`config.mk`:
```
export PLATFORM = sky130hd
export DESIGN_NAME = calc_top
export DESIGN_NICKNAME = d
export VERILOG_FILES = /design/src/hdl/calc_pkg.sv /design/src/hdl/calc_top.sv /design/src/hdl/calc_core.sv /design/src/hdl/key_decoder.sv /design/src/hdl/keypad_scanner.sv
export SDC_FILE = /design/constraint.sdc
export NUM_CORES = 1
export LEC_CHECK = 0
export ABC_AREA = 1
export BUFFER_PORTS_ARGS = -buffer_cell sky130_fd_sc_hd__buf_4
export CAP_MARGIN = 25
export CORE_UTILIZATION = 35
export CTS_CLUSTER_SIZE = 12
export DETAILED_ROUTE_END_ITERATION = 10
export MAX_ROUTING_LAYER = met4
export SYNTH_ARGS = -nofsm -noshare
export SYNTH_HDL_FRONTEND = slang
export SYNTH_HIERARCHICAL = 1
export SYNTH_SLANG_ARGS = --single-unit
```
`constraint.sdc`:
```
create_clock -name clk -period 5.3 [get_ports clk]
set_input_delay 0.53 -clock clk [delete_from_list [all_inputs] [get_ports clk]]
set_output_delay 0.53 -clock clk [all_outputs]
set_load 0.005 [all_outputs]
```
`src/hdl/calc_pkg.sv`:
```
`default_nettype none

package calc_pkg;

    localparam int DEBOUNCE_CYCLES = 10;                      // stable reads per press/release
    localparam int DEB_CNT_W = $clog2(DEBOUNCE_CYCLES);       // debounce counter width
    localparam logic [DEB_CNT_W-1:0] DEB_LAST = DEB_CNT_W'(DEBOUNCE_CYCLES - 1);

    localparam int DATA_W = 16;                               // signed data width

    typedef logic [3:0] key_code_t;                           // row*4 + col

    typedef enum logic [1:0] {
        KEY_DIGIT,
        KEY_OP,
        KEY_EQUAL,
        KEY_CLEAR
    } key_kind_e;

    // fixed operator encoding of the keypad controller
    typedef enum logic [2:0] {
        OP_NONE = 3'd0,
        OP_NEG  = 3'd1,                                       // sign change applied at once
        OP_ADD  = 3'd2,
        OP_SUB  = 3'd3,
        OP_MUL  = 3'd4
    } op_e;

    typedef struct packed {
        key_kind_e  kind;                                     // 2 bits
        logic [3:0] digit;                                    // 0..9 on digit keys
        op_e        op;                                       // operator keys only
    } key_event_t;

endpackage

`default_nettype wire
```
`src/hdl/calc_top.sv`:
```
`timescale 1ns/1ps
`default_nettype none

module calc_top import calc_pkg::*; (
    input  logic              clk,
    input  logic              nRST,
    input  logic [3:0]        row,       // keypad rows, active low
    output logic [3:0]        col,       // keypad columns, active low
    output logic [DATA_W-1:0] display,
    output logic              disp_req,
    input  logic              disp_ack
);

    logic       key_req;     // scanner -> decoder
    logic       key_ack;
    key_code_t  key_code;
    logic       ev_req;      // decoder -> core
    key_event_t ev;
    logic       ev_ack;

    keypad_scanner u_scan (
        .clk      (clk),
        .nRST     (nRST),
        .row      (row),
        .col      (col),
        .key_req  (key_req),
        .key_ack  (key_ack),
        .key_code (key_code)
    );

    key_decoder u_dec (
        .clk      (clk),
        .nRST     (nRST),
        .key_req  (key_req),
        .key_code (key_code),
        .key_ack  (key_ack),
        .ev_req   (ev_req),
        .ev       (ev),
        .ev_ack   (ev_ack)
    );

    calc_core u_core (
        .clk      (clk),
        .nRST     (nRST),
        .ev_req   (ev_req),
        .ev       (ev),
        .ev_ack   (ev_ack),
        .display  (display),
        .disp_req (disp_req),
        .disp_ack (disp_ack)
    );

endmodule

`default_nettype wire

```
`src/hdl/calc_core.sv`:
```
`timescale 1ns/1ps
`default_nettype none

module calc_core import calc_pkg::*; (
    input  logic              clk,
    input  logic              nRST,
    input  logic              ev_req,
    input  key_event_t        ev,
    output logic              ev_ack,
    output logic [DATA_W-1:0] display,
    output logic              disp_req,
    input  logic              disp_ack
);

    typedef enum logic [1:0] {
        READY,        // free to take an event
        SHOW,         // disp_req up until ack
        DRAIN         // waiting for disp_ack low
    } core_state_e;

    core_state_e              state;
    logic signed [DATA_W-1:0] acc;
    logic signed [DATA_W-1:0] entry;
    op_e                      pending;      // operator waiting for its right operand
    logic                     after_eq;     // last key was equal

    logic signed [DATA_W-1:0] entry_base;
    logic signed [DATA_W-1:0] resolved;     // acc with pending op applied
    logic signed [DATA_W-1:0] acc_n;
    logic signed [DATA_W-1:0] entry_n;
    logic [DATA_W-1:0]        disp_n;
    op_e                      pending_n;
    logic                     accept;

    function automatic logic signed [DATA_W-1:0] alu(
        input logic signed [DATA_W-1:0] a,
        input op_e                      op,
        input logic signed [DATA_W-1:0] b
    );
        case (op)
            OP_ADD:  return a + b;
            OP_SUB:  return a - b;
            OP_MUL:  return a * b;          // low half kept so it wraps
            default: return b;              // nothing pending
        endcase
    endfunction

    assign accept     = (state == READY) && ev_req && !ev_ack && !disp_ack;
    assign entry_base = after_eq ? '0 : entry;   // new number after equal
    assign resolved   = alu(acc, pending, entry);

    always_comb begin
        acc_n     = acc;
        entry_n   = entry;
        pending_n = pending;
        disp_n    = display;
        case (ev.kind)
            KEY_DIGIT: begin
                entry_n = entry_base * DATA_W'(10) + DATA_W'(ev.digit);
                disp_n  = entry_n;
            end
            KEY_OP: begin
                if (ev.op == OP_NEG) begin
                    entry_n = -entry;       // sign change on entry only
                    disp_n  = entry_n;
                end else begin
                    acc_n     = resolved;   // left to right
                    pending_n = ev.op;
                    entry_n   = '0;
                    disp_n    = resolved;
                end
            end
            KEY_EQUAL: begin
                acc_n     = resolved;
                pending_n = OP_NONE;
                entry_n   = resolved;       // result becomes operand
                disp_n    = resolved;
            end
            KEY_CLEAR: begin
                acc_n     = '0;
                pending_n = OP_NONE;
                entry_n   = '0;
                disp_n    = '0;
            end
            default: ;
        endcase
    end

    always_ff @(posedge clk or negedge nRST) begin
        if (!nRST) begin
            state    <= READY;
            ev_ack   <= 1'b0;
            disp_req <= 1'b0;
            acc      <= '0;
            entry    <= '0;
            pending  <= OP_NONE;
            after_eq <= 1'b0;
            display  <= '0;
        end else begin
            if (ev_ack && !ev_req)
                ev_ack <= 1'b0;             // input side closes on its own
            case (state)
                READY: begin
                    if (accept) begin
                        acc      <= acc_n;
                        entry    <= entry_n;
                        pending  <= pending_n;
                        after_eq <= (ev.kind == KEY_EQUAL);
                        display  <= disp_n;
                        ev_ack   <= 1'b1;   // ack and offer in same cycle
                        disp_req <= 1'b1;
                        state    <= SHOW;
                    end
                end
                SHOW: begin
                    if (disp_ack) begin
                        disp_req <= 1'b0;
                        state    <= DRAIN;
                    end
                end
                DRAIN: begin
                    if (!disp_ack)
                        state <= READY;
                end
                default: state <= READY;
            endcase
        end
    end

endmodule

`default_nettype wire

```
`src/hdl/key_decoder.sv`:
```
`timescale 1ns/1ps
`default_nettype none

module key_decoder import calc_pkg::*; (
    input  logic       clk,
    input  logic       nRST,
    input  logic       key_req,
    input  key_code_t  key_code,
    output logic       key_ack,
    output logic       ev_req,
    output key_event_t ev,
    input  logic       ev_ack
);

    logic full;   // buffer holds an event
    logic sent;   // core took it and ev_ack not yet low

    function automatic key_event_t map_key(input key_code_t code);
        key_event_t e;
        case (code)
            4'd0:  e = '{kind: KEY_DIGIT, digit: 4'd1, op: OP_NONE};
            4'd1:  e = '{kind: KEY_DIGIT, digit: 4'd2, op: OP_NONE};
            4'd2:  e = '{kind: KEY_DIGIT, digit: 4'd3, op: OP_NONE};
            4'd3:  e = '{kind: KEY_OP,    digit: 4'd0, op: OP_ADD};
            4'd4:  e = '{kind: KEY_DIGIT, digit: 4'd4, op: OP_NONE};
            4'd5:  e = '{kind: KEY_DIGIT, digit: 4'd5, op: OP_NONE};
            4'd6:  e = '{kind: KEY_DIGIT, digit: 4'd6, op: OP_NONE};
            4'd7:  e = '{kind: KEY_OP,    digit: 4'd0, op: OP_SUB};
            4'd8:  e = '{kind: KEY_DIGIT, digit: 4'd7, op: OP_NONE};
            4'd9:  e = '{kind: KEY_DIGIT, digit: 4'd8, op: OP_NONE};
            4'd10: e = '{kind: KEY_DIGIT, digit: 4'd9, op: OP_NONE};
            4'd11: e = '{kind: KEY_OP,    digit: 4'd0, op: OP_MUL};
            4'd12: e = '{kind: KEY_EQUAL, digit: 4'd0, op: OP_NONE};
            4'd13: e = '{kind: KEY_DIGIT, digit: 4'd0, op: OP_NONE};
            4'd14: e = '{kind: KEY_CLEAR, digit: 4'd0, op: OP_NONE}; // clear key
            4'd15: e = '{kind: KEY_OP,    digit: 4'd0, op: OP_NEG};
        endcase
        return e;
    endfunction

    always_ff @(posedge clk or negedge nRST) begin
        if (!nRST) begin
            full    <= 1'b0;
            sent    <= 1'b0;
            key_ack <= 1'b0;
            ev_req  <= 1'b0;
        end else begin
            if (key_req && !key_ack && !full) begin
                key_ack <= 1'b1;              // capture only into an empty buffer
                full    <= 1'b1;
                ev      <= map_key(key_code);
            end else if (!key_req) begin
                key_ack <= 1'b0;
            end

            if (full && !sent && !ev_req)
                ev_req <= 1'b1;               // one cycle after key_ack
            if (ev_req && ev_ack) begin
                ev_req <= 1'b0;
                sent   <= 1'b1;
            end
            if (sent && !ev_ack) begin
                sent <= 1'b0;                 // four-phase done so the buffer frees
                full <= 1'b0;
            end
        end
    end

endmodule

`default_nettype wire

```
`src/hdl/keypad_scanner.sv`:
```
`timescale 1ns/1ps
`default_nettype none

module keypad_scanner import calc_pkg::*; (
    input  logic       clk,
    input  logic       nRST,
    input  logic [3:0] row,        // active low, pulled up
    output logic [3:0] col,        // active low column drive
    output logic       key_req,
    input  logic       key_ack,
    output key_code_t  key_code
);

    typedef enum logic [2:0] {
        SCAN,
        DEBOUNCE,
        OFFER,
        RELEASE,
        RELEASE_DEBOUNCE
    } scan_state_e;

    scan_state_e          state;
    logic [1:0]           col_idx;    // column being driven
    logic [DEB_CNT_W-1:0] cnt;        // unchanged-read counter
    logic [3:0]           row_prev;   // last row sample while debouncing
    logic [1:0]           row_idx;    // lowest low row
    logic                 any_low;

    assign any_low = (row != 4'hF);

    // priority pick, lowest row wins on multi-press
    always_comb begin
        row_idx = 2'd0;
        for (int r = 3; r >= 0; r--) begin
            if (!row[r])
                row_idx = 2'(r);
        end
    end

    always_comb begin
        col = 4'b1111;
        col[col_idx] = 1'b0;       // one column low at a time
    end

    always_ff @(posedge clk or negedge nRST) begin
        if (!nRST) begin
            state   <= SCAN;
            col_idx <= 2'd0;
            cnt     <= '0;
            key_req <= 1'b0;
        end else begin
            case (state)
                SCAN: begin
                    if (any_low) begin
                        state    <= DEBOUNCE;      // hold this column
                        cnt      <= '0;
                        row_prev <= row;
                    end else begin
                        col_idx <= col_idx + 2'd1; // next column, wraps
                    end
                end
                DEBOUNCE: begin
                    if (row != row_prev) begin
                        cnt      <= '0;            // bounce, restart count
                        row_prev <= row;
                    end else if (cnt != DEB_LAST) begin
                        cnt <= cnt + 1'b1;
                    end else if (!any_low) begin
                        state <= SCAN;             // settled open, false press
                    end else if (!key_ack) begin
                        key_code <= {row_idx, col_idx};
                        key_req  <= 1'b1;
                        state    <= OFFER;
                    end
                end
                OFFER: begin
                    if (key_ack) begin
                        key_req <= 1'b0;
                        state   <= RELEASE;
                    end
                end
                RELEASE: begin
                    if (!any_low) begin
                        cnt   <= '0;
                        state <= RELEASE_DEBOUNCE;
                    end
                end
                RELEASE_DEBOUNCE: begin
                    if (any_low) begin
                        state <= RELEASE;          // still bouncing or held
                    end else if (cnt != DEB_LAST) begin
                        cnt <= cnt + 1'b1;
                    end else if (!key_ack) begin
                        state <= SCAN;             // handshake closed, key up
                    end
                end
                default: state <= SCAN;
            endcase
        end
    end

endmodule

`default_nettype wire

```
# Word-level counts from Yosys, hierarchy flattened
# Memory sizes are Yosys's and may differ from the RTL's. A register that Yosys moved wholly into a read port is not among the register bits.
# Cells that the tools add are included.
[word_totals]
ff_bits = 78
latchBits = 0
ram_bits = 0
mem_bits_ro = 144
input_bits = 7
out_inout_bits = 21
elab_cells = 171
memories = 1
[op_classes]
add_sub_neg = 6
multipliers = 2
div = 0
n_lt_le_gt_ge = 2
n_eq_ne = 33
n_shift = 0
n_mux = 59
bitwise = 5
n_reduce_logical = 43
[mem_list]
columns = ["memory", "words", "word_bits", "read_ports", "rd_ports_with_merged_regs", "write_ports", "line", "source"]
rows = [
  ["(no name shown)", 16, 9, 1, 1, 0, "key_decoder.sv:20", "case (code)"],
]
[op_table]
columns = ["cell", "count"]
rows = [
  ["$pmux 16 s4", 2],
  ["$pmux 16 s3", 2],
  ["$mux 16", 4],
  ["$mux 3", 11],
  ["$mux 4", 7],
  ["$mux 1", 20],
  ["$add 16x16->16", 1],
  ["$add 16x4->16", 1],
  ["$mul 16x16->16", 1],
  ["$mul 16x3->15 const B", 1],
  ["$ne 2x2->1 const B", 8],
  ["$neg 16->16", 1],
  ["$pmux 4 s4", 1],
  ["$reduce_and 4->1", 4],
  ["$sub 16x16->16", 1],
  ["$pmux 3 s5", 1],
  ["$reduce_bool 2->1", 7],
  ["$eq 3x2->1 const B", 4],
  ["$ne 2x1->1 const B", 6],
  ["$reduce_and 6->1", 2],
  ["$logic_and 1x1->1", 11],
  ["$mux 2", 5],
  ["$ne 4x4->1 const B", 2],
  ["$pmux 4 s2", 1],
  ["26 further kinds", 46],
]

# Logic depth before layout (Yosys ltp)
# Gate-level depths: netlist (run 1).
[logic_depth]
ltp_word = 6
mapped_depth = 34
mapped_depth_nobuf = 32

# Hierarchy
# Netlist (run 1), hierarchy kept.
[modules_own_cells]
columns = ["module", "instances", "cells_each", "area_each_um2", "seq_area_each_um2"]
rows = [
  ["calc_core", 1, 1486, 9868.2, 1401.3],
  ["keypad_scanner", 1, 168, 1266.2, 490.5],
  ["key_decoder", 1, 57, 589.3, 370.4],
]

# Worst setup path before layout (run 1)
# Ideal clock, no wire load.
[synth_path]
kind = "register to register"
start = "register u_core.entry[3]"
end = "register u_core.display[15]"
setup_ns = 0.116
arrival_ns = 5.389
required_ns = 5.184
setup_slack_ns = -0.205
path_stages_with_launch = 28
path_buffers = 2
synth_period_minus_slack_ns = 5.505
cell_sequence = "dfrtp_1 buf_2 clkbuf_1 nand2_1 fa_1 fa_1 inv_1 fa_1 fa_1 fa_1 inv_1 fa_1 inv_1 ha_1 inv_1 o21ai_0 nor2_1 nand3_1 nand2_1 nand2_1 a21oi_1 nand3_1 nand3_1 nand3_1 nand3_1 nand2_1 inv_2 nand2_1"
[synth_via]
elab_chain_len = 4
elab_cells_between_ends = 10
cone_classes = "add/sub (4); mul (2); mux (4)"
[synth_lines]
columns = ["item", "line", "source"]
rows = [
  ["from (decl)", "calc_core.sv:23", "logic signed [DATA_W-1:0] entry;"],
  ["from (signal assigned)", "calc_core.sv:106", "entry <= entry_n;"],
  ["$mux 16 (tied with other cells)", "calc_core.sv:49", "assign entry_base = after_eq ? '0 : entry;"],
  ["$mul 16x3->15 / $pmux 16 s3 (equally long branches)", "calc_core.sv:59, calc_core.sv:40", ""],
  ["$add 16x4->16 / $mux 16 (equally long branches)", "calc_core.sv:59, calc_core.sv:63", ""],
  ["$pmux 16 s4 (*)", "calc_core.sv:57", "case (ev.kind)"],
  ["to (signal assigned)", "calc_core.sv:109", "display <= disp_n;"],
  ["to (decl)", "calc_core.sv:10", "output logic [DATA_W-1:0] display,"],
]
# Every way passes the cells marked *; elsewhere a longest branch is shown, timed or not.
# A chain may end at the register's enable or synchronous reset.

# Worst setup path after layout (run 1)
[layout_path]
start = "register u_core.acc[8]"
end = "register u_core.entry[15]"
[layout_via]
elab_chain_len = 3
elab_cells_between_ends = 5
cone_classes = "add/sub (2); mul (1); mux (2)"
[layout_lines]
columns = ["item", "line", "source"]
rows = [
  ["from (decl)", "calc_core.sv:22", "logic signed [DATA_W-1:0] acc;"],
  ["from (signal assigned)", "calc_core.sv:105", "acc <= acc_n;"],
  ["$mul 16x16->16 (tied with other cells)", "calc_core.sv:43", "OP_MUL: return a * b;"],
  ["$pmux 16 s3 (*)", "calc_core.sv:40", "case (op)"],
  ["$pmux 16 s4 (*)", "calc_core.sv:57", ""],
]
# Marked as above.

==> results.md, run 1 <==
Pwr:
- The internal cell power is approximately 3.4 mW.
- The areal power density over the cells is between 500 and 600 nW/µm².
- In this run, the combinational gates consume 74.0% of the power.
- Summing internal, switching and leakage power gives between 7 and 8 mW.
- The leakage dissipation is 7.84 nW.
- In this run, flip-flops and latches consume between 10% and 20% of the power.
- Of the total power, the clock network draws 9.5%.
- The net switching fraction of the power is 53.7%.
- The highest ir drop seen on vdd is 0.342 mV.
- The analysis attributes to net switching a power of 3.97 mW.

Critical path:
- The worst path required time is 5.55 ns.
- The maximum fanout along the worst path is 3.
- The worst setup path is captured at a register.
- The most prevalent standard cell on the critical path is sky130_fd_sc_hd__fa_1.
- The critical path is of the register to register type.
- On the worst path, the slowest cell contributes a delay of 0.56 ns.
- The nature of the critical path startpoint is a register.
- Among all stages on the critical path, the largest delay is contributed by sky130_fd_sc_hd__fa_1.
- STA puts the critical path data arrival time at 5.76 ns.
- The worst reg-to-reg setup slack is -0.22 ns.

Logic synthesis:
- The commonest register cell after synthesis is sky130_fd_sc_hd__dfrtp_1.
- The Yosys step of the flow raised 6 warnings.
- After synthesis, the mean cell area works out to 6.85 µm².
- By area the synthesized netlist is led by sky130_fd_sc_hd__nand2_1 (15%), sky130_fd_sc_hd__dfrtp_1 (15%), sky130_fd_sc_hd__fa_1 (14%).
- After synthesis the cells add up to 11,700 µm².
- The number of different library cells used by synthesis comes to 55.
- For this run, the register share of the synthesized area comes to between 10% and 20%.
- When the netlist entered floorplanning its net count stood at 1,914.
- The area share of the largest cell type after synthesis is 15.3%.
- The count of mapped cells out of synthesis is 1,711.
- The number of enable flip-flop cells after synthesis is 17.
- The synthesized design contains 87 register bits.
- For this run, asynchronously set or reset flops after synthesis account for 80.5%.
- The library cell with the largest summed area after synthesis is sky130_fd_sc_hd__nand2_1.

Timing:
- The worst-margin pin slew is around 1.0 ns.
- The clock arrives with 0.0146 ns of skew.
- The number of setup violations in the final report is 19.
- Counting I/O delays and the setup requirement, the final critical path takes about 5.5 ns.
- The worst slew slack as a fraction of its limit is 30.9%.
- Once routing completed, OpenROAD measured the worst setup slack at -0.215 ns.
- Setup repair after global routing could not meet its margin everywhere.
- The final-report hold violation count is 0.
- For this run, the top clock speed supported by timing is between 150 and 200 MHz.
- The final period utilization is 104%.
- The number of max-slew violations in the final report was 0.

Global route:
- The number of antenna violations at the first check in global routing is 0.
- The total overflow reported by the global router is 0.
- The global-route wire length before repair is just under 60,000 µm.
- The overall global routing resource usage is roughly 22%.
- The via count of the first global-routing pass is around 11,000.
- Entering global routing, the biggest net connects between 60 and 70 pins.

Place:
- Timing analysis after detailed placement gives a worst setup slack of -0.431 ns.
- The count of input and output buffers is 27.
- Including well taps, the total number of placed cells is 2,230.
- The HPWL after detailed placement is 28,900 µm.
- Summing all placed instances gives a cell area of 13,100 µm².
- The weighted congestion reported at the end of routability-driven placement is 0.924.

Detailed routing:
- For this block, the routed nets add up to 35,800 µm of wire.
- The remaining antenna violation count after routing is 0.
- The detail-routed net length per standard cell is 15.8 µm.
- The routed layout has 11,300 vias.
- In the routed design, unresolved DRC markers number 0.
- The number of iterations in the first detailed-routing pass is 5.
- The iteration-0 DRC count of the detailed router is 866.
- The ratio of routed vias to standard cells is 4.95.

Layout:
- Counting the fill cells in the layout gives between 3,000 and 4,000.
- The number of antenna diodes in the final layout is 0.
- The final design area excluding fillers is 14,200 µm².
- The post-layout net count is 2,031.
- The top cell types in the final layout, fill and taps aside, are sky130_fd_sc_hd__nand2_1 (459), sky130_fd_sc_hd__inv_1 (327), sky130_fd_sc_hd__buf_4 (131), sky130_fd_sc_hd__ha_1 (102), sky130_fd_sc_hd__nor2_1 (96).
- Cells with a size suffix above 1 make up 19.8% of the layout.
- The post-layout instance count excluding filler cells is around 2,300.
- Leaving out fill and tap cells, the most frequent cell in the layout is sky130_fd_sc_hd__nand2_1.
- The multi-input combinational cell area is between 8000 and 9000 µm².
- The layout overhead on the synthesized area is 21.0%.
- The sequential cells in the finished layout cover a total of 2270 µm².

Clocking:
- The CTS tree is built.
- TritonCTS created 9 clock buffers.
- The count of hold-fix buffers inserted at cts is 0.
- In this run the deepest clock path goes through 2 buffers.
- For this design, the sink count on the clock tree is 87.
- The register clock-pin slew on the reported worst setup and hold paths is 0.08 ns.
- The clock root buffer is sky130_fd_sc_hd__clkbuf_16.
- The later pin in the worst-skew pair is clocked with a latency of 0.36 ns.
- The number of H-tree branching levels is 3.

Floorplanning:
- The core area is 32,800 µm².
- The full die area is 34,200 µm².
- The initialized floorplan defines 66 standard-cell rows.
- Measured along the y axis, the die boundary spans 185 µm.
- The die span in x is between 150 and 200 µm.
- The number of top-level pins is 28.
- The initial utilization of the core area, before any placement, comes to 35.8%.

Outcome:
- The run finished, with violations left.
- The checks that failed: negative setup slack.

Flow run:
- The count of maximum capacitance violations is 0.

Hold path:
- The type of the worst min-delay path is input pin to asynchronous set/reset pin.
-- flip-flops by register name (all words and copies together), names as in the netlist --
name,cells
u_scan/key_code,4
u_core/ev_ack,1
u_core/display,16
u_core/after_eq,1
u_core/state,2
u_scan/cnt,4
u_dec/sent,1
u_scan/state,3
u_scan/key_req,1
u_core/disp_req,1
u_scan/row_prev,4
u_core/pending,3
u_core/acc,16
u_dec/full,1
u_dec/key_ack,1
u_scan/col_idx,2
u_core/entry,16
u_dec/ev_req,1
u_dec/ev,9
-- final timing paths --
path / end / cells past startpoint / start
setup / recovery: u_core/entry[15] / 28 / u_core/acc[8]
hold / removal: u_scan/cnt[2] / 1 / nRST
setup reg to reg: u_core/entry[15] / 28 / u_core/acc[8]
hold reg to reg: u_dec/key_ack / 1 / u_dec/full
max in group asynchronous: u_core/entry[6] / 2 / nRST
min in group clk: u_scan/row_prev[0] / 1 / row[0]
-- worst max-delay path: cells and delay by family, from the launching register on --
kind                     cells  cell delay, ns
flip-flops                   1            0.43
buffers and inverters        8            0.50
AND/OR/NAND/NOR             11            0.95
AO/OA/AOI/OAI                2            0.24
adder cells (fa/ha/maj)      7            3.27
-- kinds of logic (layout without fill, tap and decap cells) --
kind of cell | after synthesis | after routing | synth area share [%]
AND/OR/NAND/NOR | 779 | 779 | 28.9
buffers and inverters | 421 | 543 | 14.0
AO/OA/AOI/OAI | 204 | 204 | 9.73
adder cells (fa/ha/maj) | 196 | 196 | 26.2
flip-flops | 87 | 87 | 19.3
XOR/XNOR | 24 | 24 | 1.92
-- cells in the mapped netlist, types with 18 or more instances --
| library cell | n |
|---|---|
| sky130_fd_sc_hd__o21ai_0 | 84 |
| sky130_fd_sc_hd__nand2_1 | 478 |
| sky130_fd_sc_hd__nand3_1 | 105 |
| sky130_fd_sc_hd__clkbuf_1 | 24 |
| sky130_fd_sc_hd__xor2_1 | 18 |
| sky130_fd_sc_hd__inv_1 | 350 |
| sky130_fd_sc_hd__nor2_1 | 99 |
| sky130_fd_sc_hd__a21oi_1 | 58 |
| sky130_fd_sc_hd__inv_2 | 20 |
| sky130_fd_sc_hd__nor2_2 | 20 |
| sky130_fd_sc_hd__ha_1 | 114 |
| sky130_fd_sc_hd__fa_1 | 82 |
| sky130_fd_sc_hd__dfrtp_1 | 70 |
-- metal layers --
metal  vias to the layer above  GRT usage, %  share of wire, %
li1                       5530             -                 -
met1                      5397          29.4                46
met2                       272          36.7                47
met3                        60          2.10               4.5
met4                         0          6.74               2.6
met5                         -             -                 0
-- metrics by stage --
step / TNS [ns] / hold slack (ns) / util [%]
5_1_grt: -6.38 / 0.0241 / 43.3
3_3_place_gp: -4.72 / 0.398 / 39.9
4_1_cts: -1.35 / 0.0199 / 42.1
6_report: -2.06 / 0.0219 / 43.3
2_1_floorplan: 0 / 0.234 / -
3_5_place_dp: -6.67 / 0.395 / 39.9
-- power groups by stage --
stage	registers [mW]	clock network [mW]	logic, mW
global route	1.25	0.748	6.05
floorplan	1.05	0	3.34
finish	1.22	0.702	5.46
detailed placement	1.23	0	4.81
global placement	1.23	0	4.75
CTS	1.22	0.722	5.16
-- area by class of cell --
type,instances,share of cell area (%)
multi-input combinational,1203,58.7
sequential,87,16.0
inverter,372,9.92
timing repair buffer,155,9.18
tap,442,3.90
clock buffer,10,1.76
clock inverter,6,0.512
-- timing repair --
action	in CTS	in global routing
gates cloned	0	0
setup buffers	15	17
endpoints found under the setup margin	24	28
pin swaps	49	45
gates resized for setup	88	69
Power figures use the tool's default switching activity.
==> run 2, diff against run 1 <==
--- a/config.mk
+++ b/config.mk
@@ -8,10 +8,11 @@
 export ABC_AREA = 1
 export BUFFER_PORTS_ARGS = -buffer_cell sky130_fd_sc_hd__buf_4
 export CAP_MARGIN = 25
-export CORE_UTILIZATION = 35
+export CORE_UTILIZATION = 45
 export CTS_CLUSTER_SIZE = 12
 export DETAILED_ROUTE_END_ITERATION = 10
 export MAX_ROUTING_LAYER = met4
+export REMOVE_ABC_BUFFERS = 1
 export SYNTH_ARGS = -nofsm -noshare
 export SYNTH_HDL_FRONTEND = slang
 export SYNTH_HIERARCHICAL = 1
==> run 2 against run 1 <==
Effect of this change: the flow still finishes with violations (negative setup slack); largest power group unchanged; maximum frequency down 0.89%; count of clock-buffer cells in the layout down 1; core utilization up 11 points; global-route usage up 5.8 points; sequential cell count unchanged; critical path depth down 1; critical path type unchanged; die area down 22%; combinational power down 3.8%; highest routed layer unchanged; first-iteration DRC count down 4.7%; design area down 2.9%.
==> results.md, run 2 (synthesis gave the netlist of run 1 again) <==
Layout:
- The repair_antennas step left the layout with diodes totalling 0.
- In the layout the commonest cells are sky130_fd_sc_hd__nand2_1 (461), sky130_fd_sc_hd__inv_1 (332), sky130_fd_sc_hd__buf_4 (121), sky130_fd_sc_hd__ha_1 (105), sky130_fd_sc_hd__nor2_1 (98).
- Leaving out fill and tap cells, the most frequent cell in the layout is sky130_fd_sc_hd__nand2_1.
- Across the whole layout, storage elements account for between 2000 and 2500 µm².
- The count of filler cells inserted in the layout is 2,525.
- Measured on the finished design, the core utilization comes to 54.2%.
- From synthesis to final layout, the design area changed by 17.4%.
- The post-layout net count is 2,012.
- The fraction of layout cells with a size suffix above 1 is 18.0%.
- The multi-input combinational cell area is about 8300 µm².
- The post-layout instance count excluding filler cells is 2,144.
- The largest registers in the layout are u_core/acc: 16 flops, u_core/display: 16 flops, u_core/entry: 16 flops.

Timing:
- The number of max-slew violations in the final report came to 0.
- The upper clock frequency limit is ~180 MHz.
- The final period utilization is 105%.
- The worst-margin pin slew is ~1 ns.
- The worst setup margin is -0.265 ns.
- The number of setup violations in the final report is 15.
- The final-report hold violation count came to 0.
- The worst slew slack as a fraction of its limit is 33.4%.
- Across the routed clock network, the largest skew measured is 0.0112 ns.
- Summed over all failing endpoints, the final setup total negative slack is -1.56 ns.
- Setup repair after global routing could not meet its margin everywhere.
- After layout, the minimum clock period comes to 5.56 ns.

Global route:
- Global routing consumed, over all layers together, 28.3% of the routing resources.
- Entering global routing, the biggest net connects 45 pins.
- The global-route wire length before repair is 56,900 µm.
- The via count of the first global-routing pass is 11,100.
- The number of antenna violations at the first check in global routing is 0.
- The total overflow reported by the global router is 0.

Floorplanning:
- The initial standard-cell utilization of the core is 46.2%.
- The full die area is 26,700 µm².
- The number of standard-cell rows in the floorplan is 58.
- The region available for standard cell placement spans roughly 25,000 µm².
- Pin placement for this block handled 28 I/O pins.
- The overall die height is 163 µm.
- The die span in x is 163 µm.

Clocking:
- The maximum clock path buffer count is 2.
- The number of H-tree branching levels is 3.
- TritonCTS built the clock tree.
- The register clock-pin slew on the reported worst setup and hold paths is 0.08 ns.
- TritonCTS created 9 clock buffers.
- The total number of clock tree sinks is 87.
- Clock latency on the worst-skew pair, taken at its later pin, is ~0.37 ns.
- The clock root buffer is sky130_fd_sc_hd__clkbuf_16.

Place:
- The weighted congestion reported at the end of routability-driven placement is 0.972.
- In this run the tool buffered the top-level ports with 27 buffer cells.
- The HPWL after detailed placement is between 20,000 and 30,000 µm.
- The number of cells in the design after placement is 2,114.
- OpenSTA, run right after detailed placement, puts the worst setup slack at -0.528 ns.

Critical path:
- Of all nets on the critical path, the largest fanout is 6.
- The start-to-end type of the worst setup path is register to register.
- The worst path required time is 5.57 ns.
- The nature of the critical path startpoint is a register.
- The arrival time of the worst setup path is slightly below 6 ns.
- The worst setup path is captured at a register.
- The worst register-to-register path has a setup slack of -0.26 ns.

Outcome:
- The flow ran to the end, but the final reports show violations.
- The checks that failed: negative setup slack.

Pwr:
- IR analysis of the VDD net gives a maximum drop of 0.256 mV.
- Summed over all cells, the static leakage comes to 7.76 nW.
- Total power for the finished layout comes to just over 7 mW.
- Dividing total power by cell area gives a power density of between 500 and 600 nW/µm².

Detailed routing:
- The via count is 11,200.
- The detail route stage leaves a number of antenna-violating nets equal to 0.
- The total length of routed wires is approximately 35,000 µm.
- In the routed layout, each cell is associated on average with a via count of between 5 and 6.
- The first TritonRoute pass finished after 7 iterations.
- The iteration-0 DRC count of the detailed router is about 830.
- The detail-routed net length per standard cell is 16.1 µm.
- For this run, design rule violations remaining after detail routing come to 0.

Hold path:
- The type of the worst min-delay path is input pin to asynchronous set/reset pin.

Flow run:
- The count of maximum capacitance violations is 0.
run 2: cell count changes in the layout (fill, tap and decap cells not counted), sizes merged:
cell	before	now
clkbuf	10	9
buf	155	136
inv	374	375
run 2: what timing repair did:
action,in CTS,in global routing
endpoints found under the hold margin,0,0
gates resized for setup,65,66
endpoints found under the setup margin,25,28
hold buffers,0,0
pin swaps,38,54
setup buffers,10,7
run 2: worst max-delay path: stages, from the launching register on:
cell and delay (ns):
sky130_fd_sc_hd__dfrtp_2 0.45, sky130_fd_sc_hd__nand2_1 0.08, sky130_fd_sc_hd__inv_1 0.05, sky130_fd_sc_hd__fa_1 0.52, sky130_fd_sc_hd__inv_1 0.05, sky130_fd_sc_hd__fa_1 0.53
sky130_fd_sc_hd__inv_1 0.05, sky130_fd_sc_hd__fa_1 0.51, sky130_fd_sc_hd__fa_1 0.45, sky130_fd_sc_hd__fa_1 0.55, sky130_fd_sc_hd__inv_1 0.05, sky130_fd_sc_hd__fa_1 0.50
sky130_fd_sc_hd__inv_2 0.06, sky130_fd_sc_hd__ha_4 0.26, sky130_fd_sc_hd__inv_4 0.07, sky130_fd_sc_hd__o21ai_0 0.10, sky130_fd_sc_hd__nor2_1 0.15, sky130_fd_sc_hd__nand3_2 0.11
sky130_fd_sc_hd__nand2_2 0.10, sky130_fd_sc_hd__nand2_2 0.06, sky130_fd_sc_hd__a21oi_2 0.19, sky130_fd_sc_hd__nand3_2 0.10, sky130_fd_sc_hd__nand3_2 0.13, sky130_fd_sc_hd__nand3_4 0.10
sky130_fd_sc_hd__nand3_2 0.08, sky130_fd_sc_hd__nand2_1 0.06, sky130_fd_sc_hd__inv_2 0.05, sky130_fd_sc_hd__nand2_1 0.04
run 2: per-layer routing:
metal | GRT usage, % | routed length (µm) | vias to the layer above
met4 | 6.33 | 577 | 0
met1 | 38.0 | 16100 | 5350
met3 | 2.41 | 1680 | 41
met2 | 46.3 | 16200 | 292
li1 | - | - | 5493
met5 | - | 0 | -
run 2: cell type report:
type	instances	share of cell area, %
Clock buffer	9	1.64
Clock inverter	7	0.709
Inverter	372	10.2
Multi-Input combinational cell	1203	59.9
Sequential cell	87	16.5
Tap cell	330	3.00
Timing Repair Buffer	136	8.02
run 2: path summary, 6_finish.rpt:
path / startpoint / depth (start not counted) / endpoint
setup / recovery: u_core/entry[6] / 27 / u_core/display[15]
hold / removal: nRST / 1 / u_scan/col_idx[1]
setup reg to reg: u_core/entry[6] / 27 / u_core/display[15]
hold reg to reg: u_core/display[10] / 2 / u_core/display[10]
max in group asynchronous: nRST / 2 / u_core/entry[3]
min in group clk: row[3] / 1 / u_scan/row_prev[3]
run 2: where the power goes:
group | switching, mW | internal [mW] | total [mW]
Sequential | 0.292 | 0.904 | 1.20
Clock | 0.334 | 0.383 | 0.716
Combinational | 3.27 | 1.98 | 5.25
run 2: through the flow:
step	cell area (µm²)	hold WS, ns
after floorplan	11500	0.234
after global placement	12800	0.466
after detailed placement	12800	0.469
after CTS	13500	0.0930
after global routing	13800	0.122
final	13800	0.0854
